$ cat src/dma_lane_align.sv
`default_nettype none

module dma_lane_align #(
   parameter int mem_words = 1024,
   localparam int aw = $clog2(mem_words) + 2
) (
   input  logic [aw-1:0] unit_src,
   input  logic [aw-1:0] unit_dst,
   input  logic          unit_word32,
   input  logic          dma_wr,
   input  logic [31:0]   rd_data,
   output logic [aw-3:0] wr_addr,
   output logic [31:0]   wr_data,
   output logic [3:0]    wr_be,
   output logic          wr_en
);

   logic [15:0] half;
   logic [3:0]  lanes;

   // Source halfword picked by address bit 1
   assign half = unit_src[1] ? rd_data[31:16] : rd_data[15:0];

   always_comb begin
      if (unit_word32) begin
         wr_data = rd_data;
         lanes   = 4'b1111;
      end else begin
         // Both lanes carry the halfword, the enables pick the target
         wr_data = {half, half};
         lanes   = unit_dst[1] ? 4'b1100 : 4'b0011;
      end
   end

   // Enables only during the unit's write cycle
   assign wr_be   = dma_wr ? lanes : 4'b0000;
   assign wr_en   = dma_wr;
   assign wr_addr = unit_dst[aw-1:2];

endmodule

`default_nettype wire

$ cat config.mk
export PLATFORM = sky130hd
export DESIGN_NAME = dma_lane_align
export DESIGN_NICKNAME = d
export VERILOG_FILES = /design/src/dma_lane_align.sv
export SDC_FILE = /design/constraint.sdc
export NUM_CORES = 1
export LEC_CHECK = 0
export BUFFER_PORTS_ARGS = -buffer_cell sky130_fd_sc_hd__buf_2
export CAP_MARGIN = 5
export CORE_ASPECT_RATIO = 0.8
export CORE_MARGIN = 3
export CORE_UTILIZATION = 30
export DETAILED_ROUTE_END_ITERATION = 7
export PLACE_DENSITY = 0.95
export SLEW_MARGIN = 15
export SYNTH_ARGS = -nofsm -noshare
export SYNTH_HDL_FRONTEND = slang
export SYNTH_SLANG_ARGS = --single-unit
$ cat constraint.sdc
create_clock -name vclk -period 2
set_clock_uncertainty 0.2 [all_clocks]
set_input_delay 0.2 -clock vclk [all_inputs]
set_output_delay 0.2 -clock vclk [all_outputs]
set_load 0.03 [all_outputs]
==> flow_summary.ini <==
[outcome]
outcome = finished clean

[grt]
grt_pass1_vias = 593
overflow = 0
grt_util_all_layers_pct = 12.6
groute.layer.met2.usage_pct = 29.5
grt_max_degree = 17
antenna_found_initial = 0
grt_first_pass_wirelength_mm = 2.37
grt_use_met3_pct = 0.990
grtUsageMet1_pct = 10.9
top_usage_layer = met2

[final_layout]
design.seq.count = 0
instances_no_fill = 135
num-fill-cells = 181
areaGrowthSynthToFinish_pct = 48.8
regArea_um2 = 0
drive_gt1_share_pct = 97.3
fin_nets = 173
diodes = 0
clockBufferCount = 0

[sta]
holdWs_ps = 200
fin_tns_setup_ps = 0
relSlewSlack_pct = 85.4
tightest_slew_ps = 217
grt_setup_unrepaired = false
hold_viol = 0
fin_crit_ps = 1590
setup_viol_count_final = 0
slew_violations = 0
setup_ws_ps = 412
min_period_over_period_pct = 79.4
fmaxAchievable_ghz = 0.630

[run]
drv_cap = 0

[placement]
placed_cells = 135
io_buffers = 73
dp_slack_ps = 403
gp_congestion = 0.596
hpwlAfterDp_mm = 1.54

[synthesis]
syn_inst = 53
synthXorXnorAreaFrac_pct = 0
netlist_area_um2 = 569
synthesis.area_per_instance_um2 = 10.7
synthAdderAreaFrac_pct = 0
ys_seq_area_share_pct = 0
synth_fp_nets = 111
yosysWarningCount = 0
synthSimpleGateAreaFrac_pct = 2.20
synth_compound_area_share_pct = 2.64
synth.area.mux_share_pct = 69.9
synth_top_family_by_area = multiplexers
ys_types = 10

[power_and_ir_drop]
power.density_mw_per_mm2 = 360
max-vdd-ir-drop_v = 0.000188
power_mw = 0.305
leakage_nw = 0.476

[setup_path]
crit_path_start_kind = primary input
crit_fanout = 16
end_kind = primary output
path_class = primary input to primary output
arrival_ps = 1190
crit_required_ps = 1600

[worst_hold_path]
hold_path.class = primary input to primary output
min_to = wr_addr[0]
hold_start = unit_dst[2]
whs_path_depth = 0

[floorplan]
fp-row-count = 13
die_h_um = 45.0
initial_core_util_pct = 33.3
die-area_mm2 = 0.00246
io_pins = 105
fp.dieW_um = 54.7
coreArea_mm2 = 0.00171

[cts]
cts-resized-gates = 0
postCtsSetupBuffers = 0
cts_hold_buf = 0

[drt]
drcViolationCount = 0
vias = 609
postRouteAntennaNets = 0
via_per_inst = 4.51
wirelength_mm = 1.71
drtPass1Iterations = 2
wl_per_cell_um = 12.7
drtIter0Drc = 1
## cells in the mapped netlist (all sizes together)
cell type   n  share of area (%)
mux2       32                 70
buf        16                 25
a21boi      1                1.3
inv         1               0.66
nor2        1                1.1
nor2b       1                1.1
o21a        1                1.3
## final cells by class
cell class                      count  area, um^2  area share [%]
Multi-Input combinational cell     36         428            50.5
Timing Repair Buffer               76         388            45.8
Tap cell                           22        27.5            3.25
Inverter                            1        3.75           0.443
## stage by stage
stage               utilization [%]  area (um^2)
detailed placement             49.6          847
global route                   49.6          847
floorplan                         -          569
CTS                            49.6          847
finish                         49.6          847
global placement               49.6          847
## layer usage
layer  vias up  share of wire (%)
li1        297                  -
met5         -                  0
met3         2                 11
met2        38                 56
met4         0               0.47
met1       272                 32
## layout by cell type (no fill, tap or decap), drive strengths merged
cell,instances
buf,76
mux2,32
nor2,1
nor2b,1
inv,1
a21boi,1
o21a,1
## power by group
group	internal (mW)	switching, mW	total, mW
Clock	0	0	0
Sequential	0	0	0
Combinational	0.124	0.181	0.305
Total	0.124	0.181	0.305
## cells by family (layout without fill, tap and decap cells)
logic type             count (synthesis)  after routing
muxes                                 32             32
buffers and inverters                 17             77
AOI/OAI and AO/OA                      2              2
and+or+nand+nor                        2              2
## worst max-delay path, cell delays in order
cell	delay, ps
buf_2	110
nor2_2	90
buf_4	240
mux2_2	370
buf_2	180
## worst max path at each step
stage | startpoint | end | slack (ps) | cells past startpoint
finish | unit_src[1] | wr_data[17] | 410 | 5
global route | unit_src[1] | wr_data[17] | 360 | 5
CTS | unit_src[1] | wr_data[17] | 400 | 5
detailed placement | unit_src[1] | wr_data[17] | 400 | 5
global placement | unit_word32 | wr_data[24] | 430 | 5
floorplan | unit_word32 | wr_be[1] | 330 | 3
(Power assumes the default switching activity.)
