## config.mk

```make
export PLATFORM = sky130hd
export DESIGN_NAME = dma_channel
export DESIGN_NICKNAME = d
export VERILOG_FILES = /design/src/dma_pkg.sv /design/src/dma_channel.sv
export SDC_FILE = /design/constraint.sdc
export NUM_CORES = 1
export LEC_CHECK = 0
export ABC_CLOCK_PERIOD_IN_PS = 2750
export BUFFER_PORTS_ARGS = -buffer_cell sky130_fd_sc_hd__buf_2
export CORE_MARGIN = 1
export CORE_UTILIZATION = 56
export DETAILED_ROUTE_END_ITERATION = 12
export PLACE_DENSITY = 0.9
export REMOVE_ABC_BUFFERS = 1
export SYNTH_ARGS = -nofsm -noshare
export SYNTH_HDL_FRONTEND = slang
export SYNTH_SLANG_ARGS = --single-unit
```

## constraint.sdc

```tcl
create_clock -name clk -period 2.75 [get_ports clk]
set_clock_uncertainty 0.15 [all_clocks]
set_input_delay 0.275 -clock clk [delete_from_list [all_inputs] [get_ports clk]]
set_output_delay 0.275 -clock clk [all_outputs]
set_load 0.01 [all_outputs]
```

## src/dma_pkg.sv

```systemverilog
`default_nettype none

package dma_pkg;

   // Channel count of the DMA block
   localparam int num_channels = 4;

   // Control word layout
   localparam int ctrl_count_lsb    = 0;
   localparam int ctrl_dst_mode_lsb = 21;
   localparam int ctrl_src_mode_lsb = 23;
   localparam int ctrl_repeat       = 25;
   localparam int ctrl_word32       = 26;
   localparam int ctrl_hblank_start = 28;
   localparam int ctrl_irq_en       = 30;
   localparam int ctrl_enable       = 31;

   // Address step after each unit
   // Code 3 (reload) is not supported and behaves as fixed
   typedef enum logic [1:0] {
      mode_inc   = 2'd0,
      mode_dec   = 2'd1,
      mode_fixed = 2'd2
   } addr_mode_t;

   // Register selector of the programming strobe
   typedef enum logic [1:0] {
      sel_src  = 2'd0,
      sel_dst  = 2'd1,
      sel_ctrl = 2'd2
   } reg_sel_t;

endpackage

`default_nettype wire

```

## src/dma_channel.sv

```systemverilog
`default_nettype none

module dma_channel
   import dma_pkg::*;
#(
   parameter int mem_words = 1024,
   localparam int aw = $clog2(mem_words) + 2
) (
   input  logic          clk,
   input  logic          rst_n,
   input  logic          reg_wr,
   input  reg_sel_t      reg_sel,
   input  logic [31:0]   reg_wdata,
   input  logic          hblank,
   input  logic          step,
   output logic          req,
   output logic [aw-1:0] src_addr,
   output logic [aw-1:0] dst_addr,
   output logic          word32,
   output addr_mode_t    src_mode,
   output addr_mode_t    dst_mode,
   output logic          irq_en,
   output logic          last_unit
);

   logic [31:0] ctrl;
   logic [15:0] count;
   logic        active;
   logic        hb_pend;
   logic        ctrl_wr;
   logic        enable;
   logic        rpt;
   logic        hb_start;
   logic        hb_hit;
   logic        done;

   // Byte address after one unit, per mode and unit size
   function automatic logic [aw-1:0] next_addr(logic [aw-1:0] addr, addr_mode_t mode,
                                               logic wide);
      logic [aw-1:0] delta;
      delta = wide ? aw'(4) : aw'(2);
      case (mode)
         mode_inc: next_addr = addr + delta;
         mode_dec: next_addr = addr - delta;
         default:  next_addr = addr;
      endcase
   endfunction

   assign ctrl_wr  = reg_wr && (reg_sel == sel_ctrl);
   assign enable   = ctrl[ctrl_enable];
   assign rpt      = ctrl[ctrl_repeat];
   assign hb_start = ctrl[ctrl_hblank_start];
   assign word32   = ctrl[ctrl_word32];
   assign irq_en   = ctrl[ctrl_irq_en];
   assign src_mode = addr_mode_t'(ctrl[ctrl_src_mode_lsb +: 2]);
   assign dst_mode = addr_mode_t'(ctrl[ctrl_dst_mode_lsb +: 2]);

   assign hb_hit    = hblank && enable && hb_start;
   assign last_unit = active && (count == 16'd1);
   assign done      = step && last_unit;
   assign req       = active;

   // Control word, run flag and queued hblank start
   always_ff @(posedge clk or negedge rst_n) begin
      if (!rst_n) begin
         ctrl    <= '0;
         active  <= 1'b0;
         hb_pend <= 1'b0;
      end else if (ctrl_wr) begin
         ctrl    <= reg_wdata;
         active  <= reg_wdata[ctrl_enable] && !reg_wdata[ctrl_hblank_start];
         hb_pend <= 1'b0;
      end else if (done) begin
         // Repeat waits for the next hblank, one that already came is served now
         active  <= rpt && (hb_pend || hb_hit);
         hb_pend <= 1'b0;
         if (!rpt) begin
            ctrl[ctrl_enable] <= 1'b0;
         end
      end else if (hb_hit) begin
         if (active) begin
            hb_pend <= 1'b1;
         end else begin
            active <= 1'b1;
         end
      end
   end

   // Working addresses and remaining count
   always_ff @(posedge clk) begin
      if (reg_wr && (reg_sel == sel_src)) begin
         src_addr <= reg_wdata[aw-1:0];
      end else if (step) begin
         src_addr <= next_addr(src_addr, src_mode, word32);
      end

      if (reg_wr && (reg_sel == sel_dst)) begin
         dst_addr <= reg_wdata[aw-1:0];
      end else if (step) begin
         dst_addr <= next_addr(dst_addr, dst_mode, word32);
      end

      // A count of zero wraps through 16'hffff and so runs 65536 units
      if (ctrl_wr) begin
         count <= reg_wdata[ctrl_count_lsb +: 16];
      end else if (step) begin
         count <= last_unit ? ctrl[ctrl_count_lsb +: 16] : count - 16'd1;
      end
   end

endmodule

`default_nettype wire

```

==> results.toml <==
[run_status]
run_status = "completed"

[placement]
gp_congestion = 0.916
dp.final_hpwl_mm = 6.68
placement.io_buffers = 63
placed_cell_area_sq_um = 4420

[run]
cap_violations = 0

[clock_tree]
cts.path.max_buffers = 2
cts_tree = "yes"
clk_transition_reported_paths_ns = 0.07
clock_sinks = 67
clockRootBuffer = "sky130_fd_sc_hd__clkbuf_8"
clock_tree.htree_level_count = 3
quantity_of_gates_resized_following_cts = 0
cts-buffers-inserted = 9
clock_insertion_delay_worst_skew_ns = 0.34

[sta]
grt_setup_unrepaired = "false"
max-slew-margin-rel = 0.300
tightest_slew_ns = 1.05
fin_setup_tns_ns = 0
fin_hold_ws_ns = 0.0225
timing_hold_violations_final = 0
setup_viol = 0
timing_max_transition_violations_final = 0
post-route-min-period_ns = 2.53
final.period_utilization = 0.919
maxClockFrequency_mhz = 396

[global_route]
number_of_antenna_violations_at_the_first_check_in_global_routing = 0
globalRouteTotalUtil = 0.277
grt_start_max_net_pins = 36
first_global_vias = 3568
grt_first_pass_wirelength_mm = 15.9
gr-total-overflow = 0

[synthesis]
synth_commonest_cells = "sky130_fd_sc_hd__nand2_1, sky130_fd_sc_hd__o21ai_0, sky130_fd_sc_hd__edfxtp_1"
ys_async_sr_fraction = 0.403
syn-mean-instance-area_sq_um = 9.16
ys_seq_elements = 67
synth_top_cell_by_area = "sky130_fd_sc_hd__edfxtp_1"
most_common_cell_in_the_netlist = "sky130_fd_sc_hd__nand2_1"
synth_ff_type = "sky130_fd_sc_hd__edfxtp_1"
synth-edff-count = 40
synth.yosys.warnings = 0
synthesis.area_sq_um = 3970
netlist-cell-type-count = 56
yosys.area.top_type_share = 0.302
synth_area_leaders = "sky130_fd_sc_hd__edfxtp_1, sky130_fd_sc_hd__dfrtp_1, sky130_fd_sc_hd__nand2_1"
syn-instance-count = 434
synth_sequential_area_ratio = 0.472

[floorplan]
die_width_microns = 86.2
die_h_microns = 86.2
floorplan.initialDensity = 0.582
core_area_sq_um = 6830
die_area_sq_um = 7440
floorplan.io_pins = 71
placement_rows = 30

[routing]
residual_drc = 0
viasPerCell = 5.86
detail_route.wirelength_mm = 9.63
detail_route.wl_per_cell_microns = 15.7
total_via_count_after_detailed_routing = 3585
firstDrtPassIters = 5
final_antenna_net_count = 0
drt-initial-drc-count = 255

[layout]
drive_gt1_frac = 0.205
layout.filler_cells = 540
final_nets = 558
post-route-cell-area_sq_um = 4710
antenna-diode-count = 0
seqCellArea_sq_um = 1880
multiInputGateArea_sq_um = 1960
postLayoutCoreUtil = 0.690
area.growth.synth_to_final_pct = 18.6

[worst_hold_path]
timing.hold.worst.class = "in -> reg"

[critical_path]
timing.critical_path.max_delay_family = "simple AND/OR/NAND/NOR gates"
kind_of_end_point_of_the_critical_path = "flop"
worstPathRequired_ns = 2.66
cp-start-kind = "flop"
critPathSlowestCell = "sky130_fd_sc_hd__or4_1"
worstPathArrival_ns = 2.44
critical_path.max_stage_delay_ns = 0.72
cp_common_cell = "sky130_fd_sc_hd__o21ai_0"
worst-path-buf-inv = 0
crit_type = "reg -> reg"
cell_chain_of_the_critical_path = "or4_1, nor4_2, nand2_1, o21ai_0, o21ai_0"
path_max_fanout = 9

[power]
vdd_drop_max_mv = 0.459
power_density_nw_per_um2 = 676
p_leak_uw = 0.00196
finalPower_uw = 3190
## cell type report
cell class	count	area share
well taps	96	0.0255
flip-flops and latches	67	0.398
multi-input cells	334	0.417
clock inverters	3	0.00319
inverters	8	0.00637
clock buffers	13	0.0316
repair buffers	91	0.118
## worst reg2reg max path, delay by kind of cell (launching register included)
| family | cells | cell delay, ns |
|---|---|---|
| DFF | 1 | 0.45 |
| AOI/OAI and AO/OA | 2 | 0.31 |
| and+or+nand+nor | 3 | 1.35 |
## metal layers
layer / part of all wire / vias to the layer above / track usage
li1: - / 1705 / -
met1: 0.42 / 1706 / 0.336
met2: 0.49 / 149 / 0.476
met3: 0.063 / 25 / 0.0610
met4: 0.028 / 0 / 0.117
met5: 0 / - / 0
## through the flow
| step | worst slack (ns) | instances |
|---|---|---|
| global placement | 0.343 | 583 |
| detailed placement | 0.256 | 583 |
| CTS | 0.241 | 612 |
| floorplan | 0.211 | 409 |
| finish | 0.222 | 612 |
| global route | 0.0614 | 612 |
## cells by family after synthesis
| group | Yosys count | synth area share |
|---|---|---|
| AO/OA/AOI/OAI | 84 | 0.131 |
| XOR/XNOR | 28 | 0.0617 |
| adder cells (fa/ha/maj) | 8 | 0.0252 |
| buffers and inverters | 33 | 0.0353 |
| flip-flops | 67 | 0.472 |
| multiplexers | 8 | 0.0208 |
| AND/OR/NAND/NOR | 206 | 0.254 |
## final timing paths
path                               from  slack [ns]  cells after the start        to
max in group asynchronous         rst_n        1.67                      2   ctrl[9]
max reg2reg                    count[4]        0.22                      5  count[9]
min reg2reg                     ctrl[0]        0.32                      2   ctrl[0]
min in group asynchronous         rst_n        0.36                      2   ctrl[7]
min                        reg_wdata[0]        0.02                      3   ctrl[0]
max                            count[4]        0.22                      5  count[9]
## power breakdown
part | internal, uW | switching (uW)
Sequential | 1310 | 206
Clock | 349 | 355
Combinational | 447 | 522
## cell usage in the layout, fill, tap and decap left out, drive strengths merged, types with 11 or more instances in the layout
cell	netlist	layout
nand2	111	111
buf	5	78
o21ai	49	49
edfxtp	40	40
dfrtp	27	27
nor2	19	19
xnor2	17	17
dlygate4sd3	0	13
clkbuf	20	13
nor3	11	11
xor2	11	11
nand3	11	11
or4	11	11
## sequential cells by signal, indices dropped and copies added, names as in the netlist
signal	flops
ctrl	25
count	16
dst_addr	12
src_addr	12
hb_pend	1
req	1
## timing repair
action                                 in CTS  in global routing
hold buffers                               13                  0
setup buffers                               0                  0
endpoints found under the hold margin      40                  0
Power figures use the tool's default switching activity.
