[src/dma_pkg.sv]
`default_nettype none

package dma_pkg;

   // Channel count of the DMA block
   localparam int num_channels = 4;

   // Control word layout
   localparam int ctrl_count_lsb    = 0;
   localparam int ctrl_dst_mode_lsb = 21;
   localparam int ctrl_src_mode_lsb = 23;
   localparam int ctrl_repeat       = 25;
   localparam int ctrl_word32       = 26;
   localparam int ctrl_hblank_start = 28;
   localparam int ctrl_irq_en       = 30;
   localparam int ctrl_enable       = 31;

   // Address step after each unit
   // Code 3 (reload) is not supported and behaves as fixed
   typedef enum logic [1:0] {
      mode_inc   = 2'd0,
      mode_dec   = 2'd1,
      mode_fixed = 2'd2
   } addr_mode_t;

   // Register selector of the programming strobe
   typedef enum logic [1:0] {
      sel_src  = 2'd0,
      sel_dst  = 2'd1,
      sel_ctrl = 2'd2
   } reg_sel_t;

endpackage

`default_nettype wire

[src/dma_ctrl.sv]
`default_nettype none

module dma_ctrl
   import dma_pkg::*;
#(
   parameter int mem_words = 1024,
   localparam int aw = $clog2(mem_words) + 2,
   localparam int cw = $clog2(num_channels)
) (
   input  logic                             clk,
   input  logic                             rst_n,
   input  logic                             reg_wr,
   input  logic [cw-1:0]                    reg_ch,
   input  logic [num_channels-1:0]          req,
   input  logic [num_channels-1:0][aw-1:0]  src_addr,
   input  logic [num_channels-1:0][aw-1:0]  dst_addr,
   input  logic [num_channels-1:0]          word32,
   input  logic [num_channels-1:0]          irq_en,
   input  logic [num_channels-1:0]          last_unit,
   output logic [num_channels-1:0]          reg_wr_ch,
   output logic [num_channels-1:0]          step,
   output logic [num_channels-1:0]          irq,
   output logic                             busy,
   output logic                             dma_rd,
   output logic [aw-3:0]                    dma_rd_addr,
   output logic                             dma_wr,
   output logic [aw-1:0]                    unit_src,
   output logic [aw-1:0]                    unit_dst,
   output logic                             unit_word32
);

   typedef enum logic [1:0] {
      st_idle,
      st_read,
      st_write
   } state_t;

   state_t                  state;
   state_t                  state_nx;
   logic [cw-1:0]           gnt;
   logic [cw-1:0]           gnt_nx;
   logic [num_channels-1:0] finish;
   logic [num_channels-1:0] req_live;

   // Lowest-numbered requester wins
   function automatic logic [cw-1:0] pick(logic [num_channels-1:0] r);
      logic [cw-1:0] idx;
      idx = '0;
      for (int i = num_channels - 1; i >= 0; i--) begin
         if (r[i]) begin
            idx = cw'(i);
         end
      end
      return idx;
   endfunction

   // Register strobe decoded per channel
   always_comb begin
      reg_wr_ch         = '0;
      reg_wr_ch[reg_ch] = reg_wr;
   end

   // Step pulse for the granted channel in the write cycle
   always_comb begin
      step      = '0;
      step[gnt] = (state == st_write);
   end

   // A channel finishing now drops req only at the next edge
   assign finish   = step & last_unit;
   assign req_live = req & ~finish;

   // Unit sequencer, arbitration after every unit
   always_comb begin
      state_nx = state;
      gnt_nx   = gnt;
      case (state)
         st_idle: begin
            if (|req) begin
               state_nx = st_read;
               gnt_nx   = pick(req);
            end
         end
         st_read: begin
            state_nx = st_write;
         end
         st_write: begin
            if (|req_live) begin
               state_nx = st_read;
               gnt_nx   = pick(req_live);
            end else begin
               state_nx = st_idle;
            end
         end
         default: begin
            state_nx = st_idle;
         end
      endcase
   end

   always_ff @(posedge clk or negedge rst_n) begin
      if (!rst_n) begin
         state <= st_idle;
         gnt   <= '0;
         irq   <= '0;
      end else begin
         state <= state_nx;
         gnt   <= gnt_nx;
         // Pulse in the cycle after the last write
         irq   <= finish & irq_en;
      end
   end

   assign busy   = (state != st_idle);
   assign dma_rd = (state == st_read);
   assign dma_wr = (state == st_write);

   // Addresses and size of the granted channel
   assign unit_src    = src_addr[gnt];
   assign unit_dst    = dst_addr[gnt];
   assign unit_word32 = word32[gnt];
   assign dma_rd_addr = unit_src[aw-1:2];

endmodule

`default_nettype wire

[config.mk]
export PLATFORM = sky130hd
export DESIGN_NAME = dma_ctrl
export DESIGN_NICKNAME = d
export VERILOG_FILES = /design/src/dma_pkg.sv /design/src/dma_ctrl.sv
export SDC_FILE = /design/constraint.sdc
export NUM_CORES = 1
export LEC_CHECK = 0
export BUFFER_PORTS_ARGS = -buffer_cell sky130_fd_sc_hd__buf_2
export CORE_ASPECT_RATIO = 0.8
export CORE_UTILIZATION = 30
export CTS_CLUSTER_SIZE = 20
export DETAILED_ROUTE_END_ITERATION = 10
export GPL_TIMING_DRIVEN = 0
export HOLD_SLACK_MARGIN = 0.06
export PLACE_DENSITY = 0.81
export SLEW_MARGIN = 10
export SYNTH_ARGS = -nofsm -noshare
export SYNTH_HDL_FRONTEND = slang
export SYNTH_SLANG_ARGS = --single-unit
[constraint.sdc]
create_clock -name clk -period 2.23 [get_ports clk]
set_clock_uncertainty 0.2 [all_clocks]
set_input_delay 0.1115 -clock clk [delete_from_list [all_inputs] [get_ports clk]]
set_output_delay 0.1115 -clock clk [all_outputs]
set_load 0.02 [all_outputs]
==> flow_summary.yaml, run 1 <==
final_layout:
  multi_input_area_sq_um: 851
  diodes: 0
  fillers: 314
  areaGrowthSynthToFinish_pct: 90.6
  nets: 381
  fin_util: 0.619
  drive_above_1_share: 0.824
  seq_area_sq_um: 200
worst_setup_path:
  rr_startpoint: "gnt[0]$_DFFE_PN0P_"
  crit_start: "gnt[0]$_DFFE_PN0P_"
  crit_fanout: 10
  timing.rr.end: "gnt[0]$_DFFE_PN0P_"
  endpoint: "unit_src[3]"
  rr_worst_depth: 6
  critPathKind: "reg2out"
  regToRegSetupSlack_ps: 120
  startpoint_type: "flop"
  cp_data_arrival_time_ps: 1810
  worst_setup_path_end_kind: "output pin"
  required_ps: 1920
sta:
  fin_crit_ps: 2120
  timing.final.crit_share: 0.952
  hold_viol: 0
  setup_viol: 0
  rsz0062_at_grt: "false"
  fin_ws_ps: 108
  final_max_slew_viol_count: 0
  tightest_slew_ps: 338
  fmax_ghz: 0.471
  finalSetupTns_ps: 0
  relSlewSlack: 0.774
run:
  maxCapViolations: 0
detailed_routing:
  detail-route-antenna-nets: 0
  via_per_inst: 5.03
  drt_iter0_markers: 38
  drt_wl_total_um: 4750
  route.vias.total: 1530
  post_drt_wl_per_cell_um: 15.6
  dr.pass1.iters: 4
  drc: 0
place:
  portBuffers: 166
  place.gp.congestion: 0.718
  place_hpwl_um: 4010
  place_ws_ps: 126
global_routing:
  overflow: 0
  grt_max_degree: 11
  grt_use_total: 0.223
  antenna_found_initial: 0
  grt_pass1_wl_um: 6800
  grt_pass1_vias: 1463
synth:
  synth.distinct_cells: 30
  synth.yosys.warnings: 0
  ys_ff_latch: 8
  avgSynthCellArea_sq_um: 13.9
  synthCells: 83
  synth_ff_type: "dfrtp_1"
  synth_area_leaders: "mux4_2, dfrtp_1, buf_4"
  async_reset_ff_frac: 1.00
  synth.yosys.seq_area_share: 0.173
  synth_edf_count: 0
  netlist_area_sq_um: 1160
  synth_fp_nets: 200
  synth_top_area_cell: "mux4_2"
  synth_top_cell_area_share: 0.428
worst_hold_path:
  hold_path.class: "in2reg"
power:
  ir_drop_mv: 0.659
  p_leak_nw: 1.21
  p_total_w: 0.00239
  p_per_area_nw_per_um2: 1080
clocking:
  htreeDepth: 1
  cts_tree: "built"
  clk_pin_slew_worst_paths_ps: 40
  cts.path.max_buffers: 2
  clock_latency_ps: 230
  clock_sinks: 8
  postCtsSetupRepairBufs: 0
  cts_buffers: 3
  cts_root_buf: "clkbuf_8"
die:
  fp.dieH_um: 57.6
  die_width_um: 71.4
  dieArea_sq_um: 4110
  io_pins: 167
  core-area_sq_um: 3570
  rows: 19
  start_util: 0.325
run_status:
  outcome: "finished, final reports clean"
-- cell type report --
cell class,count,area share
multi-input cells,58,0.386
well taps,42,0.0238
repair buffers,176,0.422
clock buffers,3,0.0187
plain buffers,16,0.0573
inverters,1,0.00170
flip-flops and latches,8,0.0908
-- synthesized netlist by cell type (2+ instances only) --
master,count
mux4_1,3
and3_1,5
dfrtp_1,8
mux4_2,22
buf_4,11
buf_2,2
nor2_1,2
nor2b_1,3
clkbuf_1,2
a21boi_1,3
a21oi_1,2
mux2_4,2
-- critical path: stages, from the launching register on --
cell and delay, ps:
dfrtp_1 410, buf_6 190, buf_8 170, mux4_2 530
buf_4 140, buf_2 150
-- worst min path at each step --
stage / start / endpoint / slack (ps) / cells past startpoint
final: req[2] / state[0]$_DFFE_PN0P_ / 80 / 3
after global routing: req[2] / state[0]$_DFFE_PN0P_ / 110 / 3
after CTS: req[2] / state[0]$_DFFE_PN0P_ / 80 / 3
after detailed placement: rst_n / irq[1]$_DFF_PN0_ / -240 / 1
after global placement: rst_n / irq[2]$_DFF_PN0_ / -250 / 1
after floorplan: rst_n / gnt[0]$_DFFE_PN0P_ / -380 / 0
-- cell families (layout without fill, tap and decap cells) --
kind of cell / count (synthesis) / in the layout / share of synthesized area
multiplexers: 27 / 27 / 0.522
AO/OA/AOI/OAI: 10 / 10 / 0.0714
buffers and inverters: 17 / 196 / 0.0995
AND/OR/NAND/NOR: 21 / 21 / 0.134
flip-flops: 8 / 8 / 0.173
-- state kept, by name, indices dropped and copies added (netlist names) --
register and count:
gnt 2, state 2, irq 4
-- cell usage in the layout, fill, tap and decap left out, types with 2 or more instances in the layout --
master	n
nor2_1	2
dfrtp_1	8
clkbuf_2	2
dlygate4sd3_1	10
nor2b_1	3
a21oi_1	2
and3_1	5
buf_2	166
mux4_2	22
a21boi_1	3
mux4_1	3
mux2_4	2
buf_4	11
clkbuf_8	3
-- per-layer routing --
| layer | up-vias | track usage | wire length [um] |
|---|---|---|---|
| li1 | 708 | - | - |
| met1 | 717 | 0.215 | 1510 |
| met2 | 93 | 0.445 | 2690 |
| met3 | 12 | 0.0442 | 398 |
| met4 | 0 | 0.114 | 146 |
| met5 | - | 0 | 0 |
-- where the power goes --
part	total [W]	leakage [nW]	internal [W]	switching [W]
clock	0.000169	0.0216	0.000116	0.0000521
sequential	0.000242	0.106	0.000184	0.0000583
combinational	0.00198	1.08	0.000956	0.00102
total	0.00239	1.21	0.00126	0.00113
-- what timing repair did --
item,4_1_cts,5_1_grt
setup endpoints to repair,8,18
hold buffers,10,0
gates resized for setup,2,5
hold endpoints to repair,12,0
-- per-stage QoR --
stage	area (sq um)	std cells	hold WS, ps
finish	2210	304	80.5
global route	2210	304	109
CTS	2190	304	79.5
detailed placement	2050	291	-242
global placement	2050	291	-245
floorplan	1170	83	-384
(Power assumes the default switching activity.)
==> inputs of run 2 (changes only) <==
Settings changed: HOLD_SLACK_MARGIN 0.06 to 0.12.
==> flow_summary.yaml, run 2 (synthesized netlist as in run 1, its figures left out) <==
die:
  rows: 19
  fp.dieH_um: 57.6
  start_util: 0.325
  core-area_sq_um: 3570
  io_pins: 167
  die_width_um: 71.4
  dieArea_sq_um: 4110
worst_setup_path:
  path_cells: "buf_6, buf_8, mux4_2, buf_4, buf_2"
  crit_fanout: 10
  crit_path_max_incr_delay_ps: 530
  slowest_stage: "mux4_2"
  worst_setup_path_end_kind: "output pin"
  path_buf_inv: 4
  regToRegSetupSlack_ps: 120
  cp_top_family: "buffers and inverters"
  critPathKind: "reg2out"
  required_ps: 1920
  cp_data_arrival_time_ps: 1810
  rr_startpoint: "gnt[0]$_DFFE_PN0P_"
  rr_worst_depth: 6
  startpoint_type: "flop"
  timing.rr.end: "gnt[0]$_DFFE_PN0P_"
worst_hold_path:
  min_from: "req[0]"
  hold_path.class: "in2reg"
  hold_depth: 3
  min_to: "gnt[0]$_DFFE_PN0P_"
global_routing:
  overflow: 0
  grt_pass1_wl_um: 6850
  grt_pass1_vias: 1476
  grt_use_total: 0.224
  grt_max_degree: 11
  antenna_found_initial: 0
sta:
  setup_viol: 0
  finalSetupTns_ps: 0
  fmax_ghz: 0.471
  fin_crit_ps: 2120
  hold_viol: 0
  timing.final.crit_share: 0.952
  final_max_slew_viol_count: 0
  tightest_slew_ps: 338
  relSlewSlack: 0.774
  rsz0062_at_grt: "false"
detailed_routing:
  drt_wl_total_um: 4810
  drt_iter0_markers: 42
  detail-route-antenna-nets: 0
  via_per_inst: 5.03
  route.vias.total: 1538
  drc: 0
  dr.pass1.iters: 4
  post_drt_wl_per_cell_um: 15.7
final_layout:
  drive_above_1_share: 0.822
  final_cell_mix: "buf_2, mux4_2, dlygate4sd3_1"
  diodes: 0
  largest_reg_flops: 4
  mostFrequentLayoutCell: "buf_2"
  areaGrowthSynthToFinish_pct: 92.9
  top_register: "irq"
  nets: 383
  reg.largest.list: "irq: 4 flops, gnt: 2 flops, state: 2 flops"
power:
  p_total_w: 0.00239
  p_per_area_nw_per_um2: 1070
  ir_drop_mv: 0.660
  p_leak_nw: 1.22
run:
  maxCapViolations: 0
place:
  place.gp.congestion: 0.718
  place_hpwl_um: 4010
  portBuffers: 166
clocking:
  cts_tree: "built"
  cts_root_buf: "clkbuf_8"
  clock_latency_ps: 230
  cts.path.max_buffers: 2
  htreeDepth: 1
  clock_sinks: 8
  cts_buffers: 3
  clk_pin_slew_worst_paths_ps: 40
run_status:
  outcome: "finished, final reports clean"
## run 2: changes by cell type in the layout (fill, tap and decap cells not counted)
cell	delta
nor4_1	-1
dlygate4sd3_1	+2
nor4_2	+1
## run 2: what timing repair did
item,CTS,global route
setup buffers,0,0
resized for setup,2,6
endpoints found under the setup margin,8,20
cloned,0,0
hold buffers,12,0
endpoints found under the hold margin,13,0
## run 2: worst max path at each step
stage	start	endpoint	slack [ps]	cells past startpoint
after floorplan	gnt[0]$_DFFE_PN0P_	gnt[0]$_DFFE_PN0P_	140	6
after global placement	gnt[0]$_DFFE_PN0P_	gnt[0]$_DFFE_PN0P_	140	6
after detailed placement	gnt[0]$_DFFE_PN0P_	gnt[0]$_DFFE_PN0P_	130	6
after CTS	gnt[0]$_DFFE_PN0P_	unit_src[3]	4	5
after global routing	gnt[0]$_DFFE_PN0P_	unit_src[3]	9	5
final	gnt[0]$_DFFE_PN0P_	unit_src[3]	110	5
## run 2: where the power goes
group          switching, W  total, W  internal (W)
clock network     0.0000522  0.000169      0.000116
logic               0.00103   0.00198      0.000958
registers         0.0000584  0.000242      0.000184
total               0.00114   0.00239       0.00126
## run 2: layer usage
layer | GRT usage | vias up | part of all wire
li1 | - | 714 | -
met1 | 0.217 | 719 | 0.32
met2 | 0.448 | 93 | 0.57
met3 | 0.0442 | 12 | 0.083
met4 | 0.114 | 0 | 0.031
met5 | 0 | - | 0
## run 2: area by class of cell
type,instances,area (sq um)
sequential,8,200
clock buffer,3,41.3
inverter,1,3.75
fill,311,1330
buffer,16,126
tap,42,52.6
multi-input combinational,58,857
timing repair buffer,178,951
## run 2: tightest hold or removal path: stages
cell and delay (ps):
buf_2 110, o32ai_1 100, mux2_4 260
## run 2: through the flow
stage	hold slack (ps)	utilization	cells	setup WS (ps)	area, sq um
6_report	199	0.626	306	107	2230
5_1_grt	212	0.626	306	8.68	2230
4_1_cts	180	0.621	306	3.78	2210
3_5_place_dp	-242	0.575	291	126	2050
3_3_place_gp	-245	0.575	291	139	2050
2_1_floorplan	-384	-	83	142	1170
==> inputs of run 3 (changes only) <==
--- a/constraint.sdc
+++ b/constraint.sdc
@@ -3,3 +3,3 @@
 set_input_delay 0.1115 -clock clk [delete_from_list [all_inputs] [get_ports clk]]
 set_output_delay 0.1115 -clock clk [all_outputs]
-set_load 0.02 [all_outputs]
+set_load 0.1 [all_outputs]
==> flow_summary.yaml, run 3 (synthesized netlist as in run 1, its figures left out) <==
run_status:
  outcome: "finished, final reports clean"
sta:
  timing.final.crit_share: 0.968
  tightest_slew_ps: 502
  rsz0062_at_grt: "false"
  setup_viol: 0
  final_max_slew_viol_count: 0
  holdWs_ps: 189
  fmax_ghz: 0.463
  finalSetupTns_ps: 0
  relSlewSlack: 0.668
  hold_viol: 0
  fin_crit_ps: 2160
worst_setup_path:
  startpoint_type: "flop"
  worst_setup_path_end_kind: "output pin"
  regToRegSetupSlack_ps: 130
  rr_worst_depth: 6
  crit_fanout: 5
  timing.rr.end: "gnt[0]$_DFFE_PN0P_"
  rr_startpoint: "gnt[0]$_DFFE_PN0P_"
  required_ps: 1920
  endpoint: "unit_src[11]"
  crit_start: "gnt[0]$_DFFE_PN0P_"
  critPathKind: "reg2out"
  cp_data_arrival_time_ps: 1850
global_routing:
  antenna_found_initial: 0
  grt_pass1_wl_um: 7070
  grt_pass1_vias: 1577
  grt_max_degree: 11
  overflow: 0
  grt_use_total: 0.230
detailed_routing:
  drt_iter0_markers: 48
  post_drt_wl_per_cell_um: 15.8
  drt_wl_total_um: 4880
  via_per_inst: 5.04
  detail-route-antenna-nets: 0
  drc: 0
  route.vias.total: 1553
  dr.pass1.iters: 4
clocking:
  htreeDepth: 1
  cts_buffers: 3
  clock_latency_ps: 230
  cts.path.max_buffers: 2
  cts_root_buf: "clkbuf_8"
  clock_sinks: 8
  clk_pin_slew_worst_paths_ps: 40
  cts_tree: "built"
final_layout:
  top_register: "irq"
  fillers: 292
  final_cell_mix: "buf_2, mux4_2, buf_4"
  diodes: 0
  drive_above_1_share: 0.842
  nets: 385
  largest_reg_flops: 4
  areaGrowthSynthToFinish_pct: 101
  mostFrequentLayoutCell: "buf_2"
  reg.largest.list: "irq: 4 flops, gnt: 2 flops, state: 2 flops"
die:
  fp.dieH_um: 57.6
  core-area_sq_um: 3570
  rows: 19
  dieArea_sq_um: 4110
  die_width_um: 71.4
  io_pins: 167
  start_util: 0.325
worst_hold_path:
  hold_path.class: "in2reg"
run:
  maxCapViolations: 0
place:
  place.gp.congestion: 0.707
  portBuffers: 166
==> run 3: through the flow <==
step	instance area, sq um	instances	utilization	setup WS [ps]
2_1_floorplan	1180	83	-	-496
3_3_place_gp	2060	291	0.578	37.5
3_5_place_dp	2060	291	0.578	18.1
4_1_cts	2280	308	0.641	39.4
5_1_grt	2330	308	0.652	0.375
6_report	2330	308	0.652	70.9
==> run 3: how the worst min path moves through the flow <==
stage | from | endpoint | slack, ps | cells after the start
2_1_floorplan | rst_n | gnt[0]$_DFFE_PN0P_ | -380 | 0
3_3_place_gp | rst_n | irq[1]$_DFF_PN0_ | -240 | 1
3_5_place_dp | rst_n | irq[3]$_DFF_PN0_ | -240 | 1
4_1_cts | req[0] | gnt[0]$_DFFE_PN0P_ | 200 | 3
5_1_grt | req[0] | gnt[0]$_DFFE_PN0P_ | 200 | 3
6_report | req[0] | gnt[0]$_DFFE_PN0P_ | 190 | 3
==> run 3: critical path, cell delays in order, from the launching register on <==
cell and delay (ps):
dfrtp_1 420, buf_6 150, buf_12 110, mux4_2 510, buf_4 140, buf_2 280
==> run 3: cell type report <==
class	instances	area (sq um)	share of cell area
timing repair buffer	180	1040	0.448
multi-input combinational	58	856	0.368
sequential	8	200	0.0861
buffer	16	130	0.0559
tap	42	52.6	0.0226
clock buffer	3	41.3	0.0178
inverter	1	3.75	0.00161
==> run 3: layer usage <==
metal	part of all wire	up-vias	GRT usage	routed length, um
li1	-	710	-	-
met1	0.32	742	0.220	1580
met2	0.56	87	0.464	2740
met3	0.078	14	0.0389	379
met4	0.037	0	0.123	178
met5	0	-	0	0
==> run 3: repair_timing <==
| action | CTS | global route |
|---|---|---|
| resized for setup | 14 | 22 |
| endpoints found under the hold margin | 13 | 0 |
| pin swaps | 0 | 1 |
| setup endpoints to repair | 27 | 15 |
| buffers inserted | 2 | 0 |
| hold buffers | 12 | 0 |
Power of run 3 is left out: the tool's default activity adds up to more than one toggle a clock period on the data nets, which glitch-free logic cannot reach.
